--- src/hdl/usb_phy_pkg.sv ---
package usb_phy_pkg;

	typedef logic [7:0] byte_t;

	// Bus state as {D-, D+}
	typedef enum logic [1:0] {
		LS_SE0 = 2'b00,
		LS_J   = 2'b01,
		LS_K   = 2'b10,
		LS_SE1 = 2'b11
	} line_state_e;

	// Link layer transmit request
	typedef struct packed {
		byte_t data;
		logic  valid;
	} utmi_tx_t;

	// Link layer receive result
	typedef struct packed {
		byte_t data;
		logic  valid;
		logic  active;
		logic  error;
	} utmi_rx_t;

	// Driven bus, oe_n low while the PHY owns the lines
	typedef struct packed {
		logic dp;
		logic dn;
		logic oe_n;
	} usb_line_t;

	// Filtered receive lines
	typedef struct packed {
		logic dp;
		logic dn;
		logic se0;
	} rx_line_t;

	localparam byte_t SYNC_BYTE = 8'h80;
	localparam int    STUFF_RUN = 6;
	localparam int    BIT_CLKS  = 4;

endpackage
--- src/hdl/usb_phy.sv ---
`timescale 1ns/10ps

module usb_phy #(
	parameter int RST_CNT_W = 5
) (
	input  logic                     clk,
	input  logic                     rst,
	input  usb_phy_pkg::utmi_tx_t    i_tx,
	output logic                     o_tx_ready,
	output usb_phy_pkg::usb_line_t   o_line,
	input  logic                     i_rxdp,
	input  logic                     i_rxdn,
	output usb_phy_pkg::utmi_rx_t    o_rx,
	output usb_phy_pkg::line_state_e o_line_state,
	output logic                     o_usb_rst
);
	import usb_phy_pkg::*;

	// Bit centre enable shared by both directions
	logic     fs_ce;
	rx_line_t rx_line;

	usb_tx_phy tx_i (
		.clk        (clk),
		.rst        (rst),
		.i_fs_ce    (fs_ce),
		.i_tx       (i_tx),
		.o_tx_ready (o_tx_ready),
		.o_line     (o_line)
	);

	// Receiver listens only while the transmitter has released the bus
	usb_rx_line #(
		.RST_CNT_W (RST_CNT_W)
	) rx_line_i (
		.clk          (clk),
		.rst          (rst),
		.i_rxdp       (i_rxdp),
		.i_rxdn       (i_rxdn),
		.i_rx_en      (o_line.oe_n),
		.o_fs_ce      (fs_ce),
		.o_line       (rx_line),
		.o_line_state (o_line_state),
		.o_usb_rst    (o_usb_rst)
	);

	usb_rx_decode rx_decode_i (
		.clk          (clk),
		.rst          (rst),
		.i_fs_ce      (fs_ce),
		.i_line       (rx_line),
		.i_line_state (o_line_state),
		.i_rx_en      (o_line.oe_n),
		.o_rx         (o_rx)
	);

endmodule

--- src/hdl/usb_rx_decode.sv ---
`timescale 1ns/10ps

module usb_rx_decode (
	input  logic                     clk,
	input  logic                     rst,
	input  logic                     i_fs_ce,
	input  usb_phy_pkg::rx_line_t    i_line,
	input  usb_phy_pkg::line_state_e i_line_state,
	input  logic                     i_rx_en,
	output usb_phy_pkg::utmi_rx_t    o_rx
);
	import usb_phy_pkg::*;

	localparam int ONE_W = $clog2(STUFF_RUN + 1);

	typedef enum logic [2:0] {FS_IDLE, K1, J1, K2, J2, K3, J3, K4} fs_state_e;

	fs_state_e        fs_state;
	fs_state_e        fs_next;
	logic             rx_en;
	logic             j;
	logic             k;
	logic             rxd;
	logic             se0_s;
	logic             synced_d;
	logic             sync_err_d;
	logic             sym_ok;
	logic             rx_active;
	logic             rx_valid_r;
	logic             sd_r;
	logic             sd_nrzi;
	logic [ONE_W-1:0] one_cnt;
	logic             drop_bit;
	logic             shift_en;
	logic [2:0]       bit_cnt;
	logic             rx_valid1;
	logic             rx_valid;
	logic             rx_error;
	byte_t            hold_reg;

	assign j   = i_line_state == LS_J;
	assign k   = i_line_state == LS_K;
	// SE1 reads as a zero
	assign rxd = i_line.dp & !i_line.dn;
	// Odd states are K and wait for J, even ones wait for K
	assign sym_ok   = rx_en && (fs_state[0] ? j : k);
	assign drop_bit = one_cnt == ONE_W'(STUFF_RUN);
	assign o_rx     = utmi_rx_t'{data: hold_reg, valid: rx_valid, active: rx_active,
		error: rx_error};

	////////////////////////////////////////////////////////////////////
	// Sync pattern search, KJKJKJKK
	always_comb
	begin
		fs_next    = fs_state;
		synced_d   = 1'b0;
		sync_err_d = 1'b0;
		if (i_fs_ce && !rx_active && !i_line.se0 && !se0_s)
			case (fs_state)
				FS_IDLE:
					if (k && rx_en)
						fs_next = K1;
				K3:
					if (j && rx_en)
						fs_next = J3;
					else if (k && rx_en)
					begin
						// First KJ pair lost
						synced_d = 1'b1;
						fs_next  = FS_IDLE;
					end
					else
					begin
						sync_err_d = 1'b1;
						fs_next    = FS_IDLE;
					end
				K4:
				begin
					synced_d = k;
					fs_next  = FS_IDLE;
				end
				default:
					if (sym_ok)
						fs_next = fs_state_e'(fs_state + 3'd1);
					else
					begin
						sync_err_d = 1'b1;
						fs_next    = FS_IDLE;
					end
			endcase
	end

	always_ff @(posedge clk or negedge rst)
		if (!rst)
		begin
			fs_state   <= FS_IDLE;
			rx_en      <= 1'b0;
			se0_s      <= 1'b0;
			rx_active  <= 1'b0;
			rx_valid_r <= 1'b0;
			rx_error   <= 1'b0;
		end
		else
		begin
			fs_state <= fs_next;
			rx_en    <= i_rx_en;
			if (i_fs_ce)
				se0_s <= i_line.se0;
			// Ends after the last byte, or when SE0 goes away on a broken packet
			if (synced_d && rx_en)
				rx_active <= 1'b1;
			else if ((i_line.se0 && rx_valid_r) || (se0_s && !i_line.se0))
				rx_active <= 1'b0;
			if (rx_valid)
				rx_valid_r <= 1'b1;
			else if (i_fs_ce)
				rx_valid_r <= 1'b0;
			rx_error <= (sync_err_d && !rx_active)
				|| (drop_bit && sd_nrzi && i_fs_ce && !i_line.se0 && rx_active);
		end

	////////////////////////////////////////////////////////////////////
	// NRZI decode, destuffing and byte assembly
	always_ff @(posedge clk or negedge rst)
		if (!rst)
		begin
			sd_r      <= 1'b1;
			sd_nrzi   <= 1'b0;
			one_cnt   <= '0;
			shift_en  <= 1'b0;
			bit_cnt   <= '0;
			rx_valid1 <= 1'b0;
			rx_valid  <= 1'b0;
		end
		else
		begin
			if (i_fs_ce)
				sd_r <= rxd;
			// No transition means a one
			if (!rx_active)
				sd_nrzi <= 1'b1;
			else if (i_fs_ce)
				sd_nrzi <= !(rxd ^ sd_r);
			if (i_fs_ce)
				shift_en <= synced_d | rx_active;
			if (!shift_en)
			begin
				one_cnt <= '0;
				bit_cnt <= '0;
			end
			else if (i_fs_ce)
			begin
				one_cnt <= (!sd_nrzi || drop_bit) ? '0 : one_cnt + ONE_W'(1);
				if (!drop_bit)
					bit_cnt <= bit_cnt + 3'd1;
			end
			if (i_fs_ce && !drop_bit && bit_cnt == 3'd7)
				rx_valid1 <= 1'b1;
			else if (rx_valid1 && i_fs_ce && !drop_bit)
				rx_valid1 <= 1'b0;
			rx_valid <= rx_valid1 && i_fs_ce && !drop_bit && rx_active;
		end

	always_ff @(posedge clk)
		if (i_fs_ce && shift_en && !drop_bit)
			hold_reg <= {sd_nrzi, hold_reg[7:1]};

endmodule

--- src/hdl/usb_rx_line.sv ---
`timescale 1ns/10ps

module usb_rx_line #(
	parameter int RST_CNT_W = 5
) (
	input  logic                     clk,
	input  logic                     rst,
	input  logic                     i_rxdp,
	input  logic                     i_rxdn,
	input  logic                     i_rx_en,
	output logic                     o_fs_ce,
	output usb_phy_pkg::rx_line_t    o_line,
	output usb_phy_pkg::line_state_e o_line_state,
	output logic                     o_usb_rst
);
	import usb_phy_pkg::*;

	localparam int DPLL_W = $clog2(BIT_CLKS);

	// Bit 1 is D-, bit 0 is D+
	logic [1:0]           sync0;
	logic [1:0]           sync1;
	logic [1:0]           filt;
	logic                 rxd_r;
	logic                 lock_en;
	logic                 change;
	logic [DPLL_W-1:0]    dpll_state;
	logic [DPLL_W-1:0]    dpll_next;
	logic                 fs_ce_d;
	logic                 fs_ce_r1;
	logic                 fs_ce_r2;
	logic [RST_CNT_W-1:0] rst_cnt;

	assign o_line_state = line_state_e'(filt);
	assign o_line       = rx_line_t'{dp: filt[0], dn: filt[1], se0: filt == LS_SE0};

	always_ff @(posedge clk or negedge rst)
		if (!rst)
		begin
			sync0 <= LS_J;
			sync1 <= LS_J;
			filt  <= LS_J;
		end
		else
		begin
			sync0 <= {i_rxdn, i_rxdp};
			sync1 <= sync0;
			// A level has to be stable for two clocks to get through
			filt  <= (sync0 & sync1) | (filt & (sync0 | sync1));
		end

	////////////////////////////////////////////////////////////////////
	// DPLL, pulls the bit enable toward the middle of each bit
	assign change = lock_en && (rxd_r != filt[0]);

	always_comb
	begin
		fs_ce_d = dpll_state == DPLL_W'(1);
		case (dpll_state)
			DPLL_W'(0): dpll_next = change ? DPLL_W'(0) : DPLL_W'(1);
			DPLL_W'(1): dpll_next = change ? DPLL_W'(3) : DPLL_W'(2);
			DPLL_W'(2): dpll_next = change ? DPLL_W'(0) : DPLL_W'(3);
			default:    dpll_next = '0;
		endcase
	end

	always_ff @(posedge clk or negedge rst)
		if (!rst)
		begin
			rxd_r      <= 1'b1;
			lock_en    <= 1'b0;
			dpll_state <= DPLL_W'(1);
			fs_ce_r1   <= 1'b0;
			fs_ce_r2   <= 1'b0;
			o_fs_ce    <= 1'b0;
		end
		else
		begin
			rxd_r      <= filt[0];
			lock_en    <= i_rx_en;
			dpll_state <= dpll_next;
			// Three stages to match the input synchronizer delay
			fs_ce_r1   <= fs_ce_d;
			fs_ce_r2   <= fs_ce_r1;
			o_fs_ce    <= fs_ce_r2;
		end

	// Bus reset after a long run of SE0 bit times
	always_ff @(posedge clk or negedge rst)
		if (!rst)
		begin
			rst_cnt   <= '0;
			o_usb_rst <= 1'b0;
		end
		else
		begin
			if (o_line_state != LS_SE0)
				rst_cnt <= '0;
			else if (o_fs_ce && !(&rst_cnt))
				rst_cnt <= rst_cnt + RST_CNT_W'(1);
			o_usb_rst <= (o_line_state == LS_SE0) && (&rst_cnt);
		end

endmodule

--- src/hdl/usb_tx_phy.sv ---
`timescale 1ns/10ps

module usb_tx_phy (
	input  logic                   clk,
	input  logic                   rst,
	input  logic                   i_fs_ce,
	input  usb_phy_pkg::utmi_tx_t  i_tx,
	output logic                   o_tx_ready,
	output usb_phy_pkg::usb_line_t o_line
);
	import usb_phy_pkg::*;

	localparam int ONE_W = $clog2(STUFF_RUN + 1);

	typedef enum logic [2:0] {IDLE, SOP, DATA, EOP1, EOP2, WAIT} tx_state_e;

	tx_state_e        state;
	tx_state_e        next_state;
	logic             tx_ready_d;
	logic             ld_sop_d;
	logic             ld_data_d;
	logic             ld_eop_d;
	logic             ld_data;
	logic             tx_ip;
	logic             tx_ip_sync;
	logic             data_done;
	logic [2:0]       bit_cnt;
	byte_t            hold_reg;
	byte_t            hold_reg_d;
	logic             sd_raw;
	logic             sft_done;
	logic             sft_done_r;
	logic             sft_done_e;
	logic [ONE_W-1:0] one_cnt;
	logic             stuff;
	logic             sd_bs;
	logic             sd_nrzi;
	logic             append_eop;
	logic [3:0]       eop_sync;
	logic             eop_done;
	logic             oe_r1;
	logic             oe_r2;

	assign stuff      = one_cnt == ONE_W'(STUFF_RUN);
	assign sft_done_e = sft_done & !sft_done_r;
	assign eop_done   = eop_sync[2];

	always_ff @(posedge clk or negedge rst)
		if (!rst)
		begin
			o_tx_ready <= 1'b0;
			ld_data    <= 1'b0;
			tx_ip      <= 1'b0;
			data_done  <= 1'b0;
		end
		else
		begin
			o_tx_ready <= tx_ready_d & i_tx.valid;
			ld_data    <= ld_data_d;
			if (ld_sop_d)
				tx_ip <= 1'b1;
			else if (eop_done)
				tx_ip <= 1'b0;
			// valid may drop and rise again before the current packet has left
			if (i_tx.valid && !tx_ip)
				data_done <= 1'b1;
			else if (!i_tx.valid)
				data_done <= 1'b0;
		end

	////////////////////////////////////////////////////////////////////
	// Shift register and bit stuffer
	always_ff @(posedge clk or negedge rst)
		if (!rst)
		begin
			tx_ip_sync <= 1'b0;
			bit_cnt    <= '0;
			one_cnt    <= '0;
			sd_raw     <= 1'b0;
			sft_done   <= 1'b0;
			sft_done_r <= 1'b0;
		end
		else
		begin
			if (i_fs_ce)
				tx_ip_sync <= tx_ip;
			sft_done   <= !stuff && bit_cnt == 3'd7;
			sft_done_r <= sft_done;
			if (!tx_ip_sync)
			begin
				bit_cnt <= '0;
				one_cnt <= '0;
				sd_raw  <= 1'b0;
			end
			else
			begin
				// LSB first
				sd_raw <= hold_reg_d[bit_cnt];
				if (i_fs_ce && !stuff)
					bit_cnt <= bit_cnt + 3'd1;
				if (i_fs_ce)
					one_cnt <= (!sd_raw || stuff) ? '0 : one_cnt + ONE_W'(1);
			end
		end

	always_ff @(posedge clk)
	begin
		if (ld_sop_d)
			hold_reg <= SYNC_BYTE;
		else if (ld_data)
			hold_reg <= i_tx.data;
		hold_reg_d <= hold_reg;
	end

	////////////////////////////////////////////////////////////////////
	// NRZI, end of packet and line drivers
	always_ff @(posedge clk or negedge rst)
		if (!rst)
		begin
			sd_bs      <= 1'b0;
			sd_nrzi    <= 1'b1;
			append_eop <= 1'b0;
			eop_sync   <= '0;
			oe_r1      <= 1'b0;
			oe_r2      <= 1'b0;
			o_line     <= usb_line_t'{dp: 1'b1, dn: 1'b0, oe_n: 1'b1};
		end
		else
		begin
			if (ld_eop_d)
				append_eop <= 1'b1;
			else if (eop_sync[1])
				append_eop <= 1'b0;
			// Idle J between packets, toggle on every zero
			if (!tx_ip_sync || !oe_r1)
				sd_nrzi <= 1'b1;
			else if (i_fs_ce)
				sd_nrzi <= sd_bs ? sd_nrzi : !sd_nrzi;
			if (i_fs_ce)
			begin
				sd_bs       <= tx_ip_sync && !stuff && sd_raw;
				eop_sync[0] <= append_eop;
				eop_sync[1] <= eop_sync[0];
				// Stage three stays up for exactly two bit times
				eop_sync[2] <= eop_sync[1] | (eop_sync[2] & !eop_sync[3]);
				eop_sync[3] <= eop_sync[2];
				oe_r1       <= tx_ip_sync;
				oe_r2       <= oe_r1;
				o_line.oe_n <= !(oe_r1 | oe_r2);
				o_line.dp   <= !eop_sync[2] & sd_nrzi;
				o_line.dn   <= !eop_sync[2] & !sd_nrzi;
			end
		end

	////////////////////////////////////////////////////////////////////
	// Packet FSM
	always_ff @(posedge clk or negedge rst)
		if (!rst)
			state <= IDLE;
		else
			state <= next_state;

	always_comb
	begin
		next_state = state;
		tx_ready_d = 1'b0;
		ld_sop_d   = 1'b0;
		ld_data_d  = 1'b0;
		ld_eop_d   = 1'b0;
		case (state)
			IDLE:
				if (i_tx.valid)
				begin
					ld_sop_d   = 1'b1;
					next_state = SOP;
				end
			SOP:
				if (sft_done_e)
				begin
					tx_ready_d = 1'b1;
					ld_data_d  = 1'b1;
					next_state = DATA;
				end
			DATA:
				if (sft_done_e && data_done)
				begin
					tx_ready_d = 1'b1;
					ld_data_d  = 1'b1;
				end
				else if (sft_done_e)
				begin
					ld_eop_d   = 1'b1;
					next_state = EOP1;
				end
			EOP1:
				if (eop_done)
					next_state = EOP2;
			EOP2:
				if (!eop_done && i_fs_ce)
					next_state = WAIT;
			WAIT:
				if (i_fs_ce)
					next_state = IDLE;
			default:
				next_state = IDLE;
		endcase
	end

endmodule

--- config.mk ---
export PLATFORM = sky130hd
export DESIGN_NAME = usb_phy
export DESIGN_NICKNAME = d
export VERILOG_FILES = /design/src/hdl/usb_phy_pkg.sv /design/src/hdl/usb_phy.sv /design/src/hdl/usb_rx_decode.sv /design/src/hdl/usb_rx_line.sv /design/src/hdl/usb_tx_phy.sv
export SDC_FILE = /design/constraint.sdc
export NUM_CORES = 1
export LEC_CHECK = 0
export ABC_AREA = 1
export CORE_MARGIN = 2
export CORE_UTILIZATION = 57
export CTS_CLUSTER_SIZE = 40
export DETAILED_ROUTE_END_ITERATION = 10
export DONT_BUFFER_PORTS = 1
export GPL_ROUTABILITY_DRIVEN = 0
export PLACE_DENSITY = 0.81
export SYNTH_ARGS = -nofsm -noshare
export SYNTH_HDL_FRONTEND = slang
export SYNTH_SLANG_ARGS = --single-unit
--- constraint.sdc ---
create_clock -name clk -period 2.28 [get_ports clk]
set_clock_uncertainty 0.05 [all_clocks]
set_input_delay 0.456 -clock clk [delete_from_list [all_inputs] [get_ports clk]]
set_output_delay 0.456 -clock clk [all_outputs]
set_load 0.02 [all_outputs]
==> flow_summary.json, run 1 <==
{
  "status": "finished clean",
  "worst_pin_slew_ns": 0.407,
  "grt_first_pass_wirelength_mm": 11.4,
  "drt_first_iter_violations": 112,
  "postSynthCellCount": 416,
  "synth_area_leaders": "sky130_fd_sc_hd__dfrtp_1, sky130_fd_sc_hd__nand2_1, sky130_fd_sc_hd__dfxtp_1",
  "grt_max_degree": 67,
  "routedWlPerCell_um": 12.8,
  "instances_no_fill": 501,
  "clk_sinks": 90,
  "crit_path_max_incr_delay_ns": 0.40,
  "netlist_area_um2": 3870,
  "crit_path_start": "rx_decode_i.one_cnt[0]",
  "layout.cell_area.non_filler_um2": 4120,
  "synth_nets": 443,
  "setup_viol": 0,
  "insertedDiodeCount": 0,
  "dpl-instance-area_um2": 3870,
  "yosys.area.top_type_share_pct": 36.8,
  "dpl.cell_count": 483,
  "first_global_vias": 2607,
  "drive_above_1_share_pct": 10.9,
  "grt_antenna_before_repair": 0,
  "dieHeight_um": 86.4,
  "postSynthRegisterBits": 90,
  "crit_path_cells": "inv_1, ha_1, nand2_1, nand2_2, nor2_4, nand2_1, o21ai_0",
  "routed_via_density": 5.40,
  "fmax_mhz": 621,
  "synth_top_cell_by_area": "sky130_fd_sc_hd__dfrtp_1",
  "finalMaxSlewViolations": 0,
  "clk_root_buffer_cell": "sky130_fd_sc_hd__clkbuf_8",
  "cts-root-to-sink-buffers": 2,
  "fin_util_pct": 61.6,
  "timing.final.crit_share_pct": 70.6,
  "power.total_mw": 4.77,
  "rr_startpoint": "rx_decode_i.one_cnt[0]",
  "fin_hold_ws_ns": 0.0343,
  "grt_setup_unrepaired": "no",
  "slowest_cell_on_the_critical_path": "sky130_fd_sc_hd__dfrtp_1",
  "ys_async_sr_fraction_pct": 73.3,
  "coreArea_um2": 6680,
  "tritoncts.num_buffers": 9,
  "cellLeakagePower_nw": 1.99,
  "timing.reg2reg.worst_path_depth": 7,
  "worstHoldPathType": "primary input to register",
  "design.die.area_um2": 7470,
  "worstSetupStartpointType": "register",
  "rows": 30,
  "flow.area_growth_from_synthesis_pct": 6.27,
  "initial_utilization_pct": 58.0,
  "syn-mean-instance-area_um2": 9.31,
  "synthDistinctLibCells": 30,
  "main_synth_ff_type": "sky130_fd_sc_hd__dfrtp_1",
  "final_nets": 443,
  "critical_path_class": "register to register",
  "h-tree-depth": 3,
  "timing.setup.tns_ns": 0,
  "maxCapViolations": 0,
  "clk_latency_ns": 0.36,
  "max-slew-margin-rel_pct": 72.9,
  "pwr_density_cell_nw_per_um2": 1160,
  "critical_path_maximum_fanout": 12,
  "tritoncts_clock_tree": "yes",
  "drt-total-wl_mm": 6.42,
  "synth_enable_flop_cells": 8,
  "worst_setup_hold_path_clk_slew_ns": 0.09,
  "grt_remaining_overflow": 0,
  "ys.warnings.count": 0,
  "worst_ep_required_time_ns": 2.51,
  "critical_path_end_type": "register",
  "cpMostUsedCell": "sky130_fd_sc_hd__nand2_1",
  "portBuffers": 0,
  "dpl_worst_slack_ns": 0.663,
  "peak_vdd_ir_mv": 0.620,
  "num_io_pins": 31,
  "hpwl_after_dpl_mm": 4.43,
  "cp_data_arrival_time_ns": 1.83,
  "synth_sequential_area_ratio_pct": 57.4,
  "global_route.usage.total_pct": 19.2,
  "final_period_minus_worst_setup_slack_ns": 1.61,
  "worst_r2r_endpoint": "rx_decode_i.one_cnt[0]",
  "crit_end": "rx_decode_i.one_cnt[0]",
  "rrSetupSlack_ns": 0.67,
  "dr.pass1.iters": 4,
  "detailroute.via_count": 2703,
  "die_width_um": 86.4,
  "drc": 0,
  "post-route-worst-setup-slack_ns": 0.671,
  "drt.antenna.violating_nets": 0,
  "final_hold_vio_count": 0
}
==> report_power, final <==
group	internal (mW)	total (mW)	switching (mW)
registers	2.04	2.41	0.368
logic	0.465	1.27	0.803
clock network	0.568	1.10	0.532
==> logic make-up (layout without fill, tap and decap cells) <==
logic type      Yosys count  in the layout  share of synthesized area (%)
xor+xnor                  1              1                          0.226
compound gates           59             59                           8.24
buf+inv                  68             73                           8.01
fa+ha+maj                16             16                           5.04
simple gates            182            182                           21.1
flops                    90             90                           57.4
==> worst min-delay path by stage <==
stage,cells after the start,end,slack [ns],start
2_1_floorplan,0,rx_decode_i.bit_cnt[0],0.11,rst
3_3_place_gp,0,rx_line_i.rst_cnt[2],0.11,rst
3_5_place_dp,0,rx_line_i.rst_cnt[0],0.11,rst
4_1_cts,0,rx_line_i.sync0[0],0.03,i_rxdp
5_1_grt,0,rx_line_i.sync0[0],0.02,i_rxdp
6_report,0,rx_line_i.sync0[0],0.03,i_rxdp
==> critical path: cells and delay by family, from the launching register on <==
family / cells / cell delay [ns]
DFF: 1 / 0.40
buffers and inverters: 1 / 0.06
AOI/OAI and AO/OA: 1 / 0.18
adders and majority gates: 1 / 0.19
and+or+nand+nor: 4 / 0.64
==> synth_stat cells, types with 7 or more instances <==
cell type                  instances
sky130_fd_sc_hd__a21oi_1          17
sky130_fd_sc_hd__buf_4             8
sky130_fd_sc_hd__dfrtp_1          57
sky130_fd_sc_hd__dfstp_2           9
sky130_fd_sc_hd__dfxtp_1          16
sky130_fd_sc_hd__edfxtp_1          8
sky130_fd_sc_hd__ha_1             14
sky130_fd_sc_hd__inv_1            51
sky130_fd_sc_hd__nand2_1          91
sky130_fd_sc_hd__nand3_1          29
sky130_fd_sc_hd__nand4_1           7
sky130_fd_sc_hd__nor2_1           39
sky130_fd_sc_hd__o21ai_0          32
==> cell type report <==
class / instances / area [µm²]
Timing Repair Buffer: 3 / 45.0
Sequential cell: 90 / 2220
Tap cell: 80 / 100
Fill cell: 562 / 2570
Inverter: 54 / 203
Multi-Input combinational cell: 258 / 1340
Clock buffer: 11 / 153
Clock inverter: 5 / 52.6
==> cell usage in the layout, fill, tap and decap left out, types with 2 or more instances in the layout <==
cell type	instances
sky130_fd_sc_hd__nand2_1	91
sky130_fd_sc_hd__dfrtp_1	57
sky130_fd_sc_hd__inv_1	51
sky130_fd_sc_hd__nor2_1	39
sky130_fd_sc_hd__o21ai_0	32
sky130_fd_sc_hd__nand3_1	29
sky130_fd_sc_hd__a21oi_1	17
sky130_fd_sc_hd__dfxtp_1	16
sky130_fd_sc_hd__ha_1	14
sky130_fd_sc_hd__clkbuf_8	9
sky130_fd_sc_hd__dfstp_2	9
sky130_fd_sc_hd__edfxtp_1	8
sky130_fd_sc_hd__nand4_1	7
sky130_fd_sc_hd__nor2_4	5
sky130_fd_sc_hd__o21ai_1	5
sky130_fd_sc_hd__nand3_2	4
sky130_fd_sc_hd__inv_2	3
sky130_fd_sc_hd__nand2_2	3
sky130_fd_sc_hd__nor2_2	3
sky130_fd_sc_hd__clkinv_2	3
sky130_fd_sc_hd__maj3_1	2
==> per-layer routing <==
metal,vias up,GRT usage (%),wire [µm]
met4,0,7.67,143
met1,1298,24.8,2940
met5,-,0,0
met3,15,6.29,327
met2,68,30.2,3010
li1,1322,-,-
==> timing repair <==
item,4_1_cts,5_1_grt
gates resized for setup,0,0
hold buffers,2,0
setup buffers,0,0
endpoints found under the setup margin,0,0
hold endpoints to repair,66,0
No activity file was read; power rests on OpenSTA's default activity.
==> run 2: changes to the inputs <==
--- a/config.mk
+++ b/config.mk
@@ -7,12 +7,12 @@
 export LEC_CHECK = 0
 export ABC_AREA = 1
 export CORE_MARGIN = 2
-export CORE_UTILIZATION = 57
+export CORE_UTILIZATION = 56
 export CTS_CLUSTER_SIZE = 40
 export DETAILED_ROUTE_END_ITERATION = 10
 export DONT_BUFFER_PORTS = 1
 export GPL_ROUTABILITY_DRIVEN = 0
-export PLACE_DENSITY = 0.81
+export PLACE_DENSITY = 0.83
 export SYNTH_ARGS = -nofsm -noshare
 export SYNTH_HDL_FRONTEND = slang
 export SYNTH_SLANG_ARGS = --single-unit
==> constraint.sdc (replaced) <==
create_clock -name clk -period 1.4 [get_ports clk]
set_clock_uncertainty 0.05 [all_clocks]
set_input_delay 0.28 -clock clk [delete_from_list [all_inputs] [get_ports clk]]
set_output_delay 0.28 -clock clk [all_outputs]
set_load 0.02 [all_outputs]
==> run 2 against run 1 <==
- the flow now finishes with violations (negative hold slack, negative setup slack)
- combinational power grew 120%
- total power grew 82%
- design area grew 12%
- maximum frequency shrank 3.3%
- sequential share of layout area shrank 5.9 points
- flip-flop and latch count is the same
- non-clock buffer count grew 38
- setup slack lost 0.93 ns
- clock-buffer cell count shrank 1
- wire length grew 19%
==> flow_summary.json, run 2 (synthesis results as in run 1) <==
{
  "finalMaxSlewViolations": 0,
  "routed_via_density": 5.30,
  "h-tree-depth": 3,
  "tritoncts_clock_tree": "yes",
  "slowest_cell_on_the_critical_path": "sky130_fd_sc_hd__dfrtp_1",
  "critical_path_maximum_fanout": 6,
  "drive_above_1_share_pct": 25.7,
  "cts-root-to-sink-buffers": 2,
  "crit_path_max_incr_delay_ns": 0.40,
  "clk_root_buffer_cell": "sky130_fd_sc_hd__clkbuf_8",
  "peak_vdd_ir_mv": 1.12,
  "worstHoldPathType": "primary input to asynchronous set/reset pin",
  "critical_path_end_type": "register",
  "pwr_density_cell_nw_per_um2": 1880,
  "drt-total-wl_mm": 7.62,
  "violations_in_the_final_reports": "negative hold slack, negative setup slack",
  "drt_first_iter_violations": 249,
  "worst_setup_hold_path_clk_slew_ns": 0.09,
  "detailroute.via_count": 2857,
  "rows": 30,
  "setup_viol": 8,
  "grt_max_degree": 67,
  "cellLeakagePower_nw": 2.19,
  "crit_path_cells": "ha_2, nand2_2, nor2_2, ha_2, o21ai_4, buf_6, nand3_2, o21ai_1",
  "worst_ep_required_time_ns": 1.62,
  "dpl_worst_slack_ns": -0.141,
  "worstSetupStartpointType": "register",
  "final_hold_vio_count": 66,
  "die_width_um": 87.2,
  "layout_common_cells": "sky130_fd_sc_hd__nand2_1, sky130_fd_sc_hd__dfrtp_1, sky130_fd_sc_hd__inv_1, sky130_fd_sc_hd__nor2_1, sky130_fd_sc_hd__buf_4",
  "drt.antenna.violating_nets": 0,
  "fmax_mhz": 601,
  "layout.cell_area.non_filler_um2": 4620,
  "initial_utilization_pct": 57.3,
  "grt_remaining_overflow": 0,
  "drc": 0,
  "flow.area_growth_from_synthesis_pct": 19.4,
  "routedWlPerCell_um": 14.1,
  "critical_path_class": "register to register",
  "clk_sinks": 90,
  "final_common_cell": "sky130_fd_sc_hd__nand2_1",
  "dr.pass1.iters": 5,
  "coreArea_um2": 6760,
  "dieHeight_um": 87.2,
  "portBuffers": 0,
  "hpwl_after_dpl_mm": 4.56,
  "grt_first_pass_wirelength_mm": 11.4,
  "insertedDiodeCount": 0,
  "max-slew-margin-rel_pct": 75.9,
  "grt_antenna_before_repair": 0,
  "design.die.area_um2": 7600,
  "grt_setup_unrepaired": "yes",
  "final_nets": 481,
  "clk_latency_ns": 0.36,
  "dpl-instance-area_um2": 4030,
  "cp_data_arrival_time_ns": 1.88,
  "cpMostUsedCell": "sky130_fd_sc_hd__ha_2",
  "cts.hold.buffers_added": 2,
  "post-route-worst-setup-slack_ns": -0.264,
  "fin_hold_ws_ns": -0.445,
  "worst_pin_slew_ns": 0.361,
  "first_global_vias": 2621,
  "timing.final.crit_share_pct": 119,
  "tritoncts.num_buffers": 9,
  "status": "complete, but fails checks",
  "num_io_pins": 31,
  "maxCapViolations": 0,
  "final_period_minus_worst_setup_slack_ns": 1.66,
  "global_route.usage.total_pct": 19.3,
  "timing.setup.tns_ns": -0.922
}
## run 2: area by class of cell
cell class	count	area, µm²
fillers	461	2130
well taps	80	100
repair buffers	41	374
clock inverters	6	90.1
inverters	54	205
clock buffers	10	128
multi-input cells	258	1500
flip-flops and latches	90	2230
## run 2: path summary, 6_finish.rpt
check | end | cells after the start | slack, ns | from
max in group asynchronous | tx_i.o_line[2] | 0 | 1.55 | rst
hold / removal | rx_line_i.o_fs_ce | 0 | -0.44 | rst
min in group clk | tx_i.hold_reg[7] | 2 | 0 | i_tx[8]
hold reg to reg | rx_line_i.o_fs_ce | 0 | 0.30 | rx_line_i.fs_ce_r2
setup / recovery | rx_line_i.rst_cnt[1] | 8 | -0.26 | rx_line_i.rst_cnt[1]
setup reg to reg | rx_line_i.rst_cnt[1] | 8 | -0.26 | rx_line_i.rst_cnt[1]
## run 2: through the flow
stage	instances	utilization (%)	power (mW)
floorplan	416	-	5.59
CTS	528	64.5	8.14
detailed placement	503	59.6	6.17
global placement	503	59.6	6.02
global route	539	68.4	9.28
finish	539	68.4	8.70
## run 2: timing repair
item,in CTS,in global routing
gates cloned,0,1
hold endpoints to repair,68,66
buffers inserted,7,10
gates resized for setup,9,47
endpoints found under the setup margin,24,28
pin swaps,4,11
## run 2: worst max-delay path, delay by kind of cell (launching register included)
family	cells	cell delay, ns
flip-flops	1	0.40
adder cells (fa/ha/maj)	2	0.38
AO/OA/AOI/OAI	2	0.37
AND/OR/NAND/NOR	3	0.19
buffers and inverters	1	0.18
## run 2: layer usage
layer	up-vias	GRT usage (%)	wire [µm]
li1	1414	-	-
met1	1351	25.9	3370
met2	77	30.2	3790
met3	15	4.74	321
met4	0	7.69	136
met5	-	0	0
## run 2: power by group
group | internal, mW | total, mW | leakage [nW] | switching, mW
Clock | 1.01 | 1.93 | 0.107 | 0.922
Combinational | 1.22 | 2.77 | 1.05 | 1.55
Sequential | 3.33 | 3.99 | 1.03 | 0.660
Total | 5.56 | 8.70 | 2.19 | 3.14
==> run 3: changes to the inputs <==
--- a/config.mk
+++ b/config.mk
@@ -7,12 +7,12 @@
 export LEC_CHECK = 0
 export ABC_AREA = 1
 export CORE_MARGIN = 2
-export CORE_UTILIZATION = 56
+export CORE_UTILIZATION = 57
 export CTS_CLUSTER_SIZE = 40
 export DETAILED_ROUTE_END_ITERATION = 10
 export DONT_BUFFER_PORTS = 1
 export GPL_ROUTABILITY_DRIVEN = 0
-export PLACE_DENSITY = 0.83
+export PLACE_DENSITY = 0.81
 export SYNTH_ARGS = -nofsm -noshare
 export SYNTH_HDL_FRONTEND = slang
 export SYNTH_SLANG_ARGS = --single-unit
==> constraint.sdc (replaced) <==
create_clock -name clk -period 2.1 [get_ports clk]
set_clock_uncertainty 0.05 [all_clocks]
set_input_delay 0.42 -clock clk [delete_from_list [all_inputs] [get_ports clk]]
set_output_delay 0.42 -clock clk [all_outputs]
set_load 0.02 [all_outputs]
==> run 3 against run 2 <==
- the flow now finishes without violations
- setup slack better by 0.79 ns
- combinational power is 51% lower
- hold slack improved by 0.50 ns
- critical path depth unchanged
- wire length is 19% lower
- critical path type unchanged
==> flow_summary.json, run 3 (synthesis results as in run 1) <==
{
  "status": "finished clean",
  "grt_first_pass_wirelength_mm": 11.1,
  "pwr_density_cell_nw_per_um2": 1240,
  "drt.antenna.violating_nets": 0,
  "critical_path_end_type": "register",
  "num_io_pins": 31,
  "h-tree-depth": 3,
  "maxCapViolations": 0,
  "top_layer_used": "met4",
  "critical_path_maximum_fanout": 10,
  "rows": 30,
  "tritoncts.num_buffers": 9,
  "flow.area_growth_from_synthesis_pct": 6.33,
  "p_clk_share_pct": 22.1,
  "peak_vdd_ir_mv": 0.547,
  "clk_latency_ns": 0.34,
  "final_nets": 444,
  "n_fill_cell": 552,
  "routedWlPerCell_um": 12.3,
  "final_common_cell": "sky130_fd_sc_hd__nand2_1",
  "global_route.usage.total_pct": 19.0,
  "clk_sinks": 90,
  "fin_util_pct": 61.6,
  "fmax_mhz": 634,
  "worst_pin_slew_ns": 0.426,
  "crit_path_max_incr_delay_ns": 0.40,
  "internal-power_mw": 3.28,
  "worst_ep_required_time_ns": 2.29,
  "final_period_minus_worst_setup_slack_ns": 1.58,
  "max-slew-margin-rel_pct": 71.6,
  "dieHeight_um": 86.4,
  "crit_path_cells": "ha_1, nand2_1, nor2_1, ha_1, o21ai_4, nand3_2, nand2_1, nor2_1",
  "worst_setup_hold_path_clk_slew_ns": 0.08,
  "slowest_cell_on_the_critical_path": "sky130_fd_sc_hd__dfrtp_1",
  "grt_setup_unrepaired": "no",
  "first_global_vias": 2498,
  "worstSetupStartpointType": "register",
  "drive_above_1_share_pct": 11.1,
  "power.total_mw": 5.09,
  "drt-total-wl_mm": 6.16,
  "hpwl_after_dpl_mm": 4.32,
  "coreArea_um2": 6680,
  "drc": 0,
  "design.die.area_um2": 7470,
  "cellLeakagePower_nw": 2.00,
  "insertedDiodeCount": 0,
  "drt_first_iter_violations": 139,
  "power.share.switching_pct": 35.7,
  "timing.final.crit_share_pct": 75.1,
  "portBuffers": 0,
  "grt_max_degree": 67,
  "detailroute.via_count": 2605,
  "initial_utilization_pct": 58.0,
  "critical_path_class": "register to register",
  "sequentialPowerShare_pct": 51.3,
  "met3RoutedLength_um": 319,
  "timing.setup.tns_ns": 0,
  "route.layer.met1.wl_mm": 2.92,
  "power.share.combinational_pct": 26.6,
  "layout_common_cells": "sky130_fd_sc_hd__nand2_1, sky130_fd_sc_hd__dfrtp_1, sky130_fd_sc_hd__inv_1, sky130_fd_sc_hd__nor2_1, sky130_fd_sc_hd__o21ai_0",
  "grt_remaining_overflow": 0,
  "final_hold_vio_count": 0,
  "dr.pass1.iters": 4,
  "power_switching_mw": 1.82,
  "cts-root-to-sink-buffers": 2,
  "worstHoldPathType": "primary input to register",
  "routed-wl-met2_mm": 2.81,
  "routed_via_density": 5.19,
  "finalMaxSlewViolations": 0,
  "setup_viol": 0,
  "tritoncts_clock_tree": "yes",
  "grt_antenna_before_repair": 0,
  "postCtsSetupBuffers": 0,
  "clk_root_buffer_cell": "sky130_fd_sc_hd__clkbuf_8",
  "die_width_um": 86.4,
  "cp_data_arrival_time_ns": 1.76
}
[run 3: cell types whose count changed in the layout (fill, tap and decap cells not counted), sizes merged]
cell,before,now
buf,38,2
clkinvlp,1,0
clkbuf,11,12
clkinv,2,3
bufinv,2,0
[run 3: critical path, delay by kind of cell, from the launching register on]
| family | cells | cell delay [ns] |
|---|---|---|
| DFF | 1 | 0.40 |
| AOI/OAI and AO/OA | 1 | 0.28 |
| adders and majority gates | 2 | 0.41 |
| and+or+nand+nor | 5 | 0.32 |
[run 3: path summary, 6_finish.rpt]
path                                       from  cells past startpoint                       to  slack (ns)
min                                      i_rxdn                      0       rx_line_i.sync0[1]        0.06
max reg2reg                rx_line_i.rst_cnt[1]                      8     rx_line_i.rst_cnt[3]        0.52
min reg2reg                    tx_i.hold_reg[0]                      0       tx_i.hold_reg_d[0]        0.30
max in group asynchronous                   rst                      2  rx_line_i.dpll_state[0]        1.13
max                        rx_line_i.rst_cnt[1]                      8     rx_line_i.rst_cnt[3]        0.52
min in group asynchronous                   rst                      2     rx_decode_i.rx_error        0.56
[run 3: what timing repair did]
item / CTS / global route
setup endpoints to repair: 0 / 0
hold endpoints to repair: 67 / 0
hold buffers: 3 / 0
gates resized for setup: 0 / 0
[run 3: stage by stage]
step	hold WS [ns]	instances	instance area [µm²]	setup slack (ns)
global placement	0.0772	483	3870	0.573
CTS	0.0359	502	4120	0.513
global route	0.0155	502	4120	0.359
floorplan	0.0744	416	3870	0.644
detailed placement	0.0763	483	3870	0.527
finish	0.0568	502	4120	0.523
[run 3: power by group through the flow]
stage	Clock, mW	Sequential (mW)	Combinational [mW]
final	1.13	2.61	1.35
after global routing	1.25	2.68	1.59
after CTS	1.16	2.61	1.37
after detailed placement	0	2.65	1.32
after global placement	0	2.63	1.27
after floorplan	0	2.48	1.24
[run 3: final cells by class]
type	instances	area (µm²)	area share, %
clock buffer	12	176	4.28
tap	80	100	2.43
multi-input combinational	258	1340	32.5
timing repair buffer	4	55.1	1.34
clock inverter	4	21.3	0.517
sequential	90	2220	54.0
inverter	54	203	4.92
[run 3: layer usage]
| layer | global-route usage (%) | vias up |
|---|---|---|
| met1 | 25.7 | 1208 |
| met2 | 28.3 | 63 |
| met3 | 5.81 | 8 |
| met5 | 0 | - |
| li1 | - | 1326 |
| met4 | 8.24 | 0 |
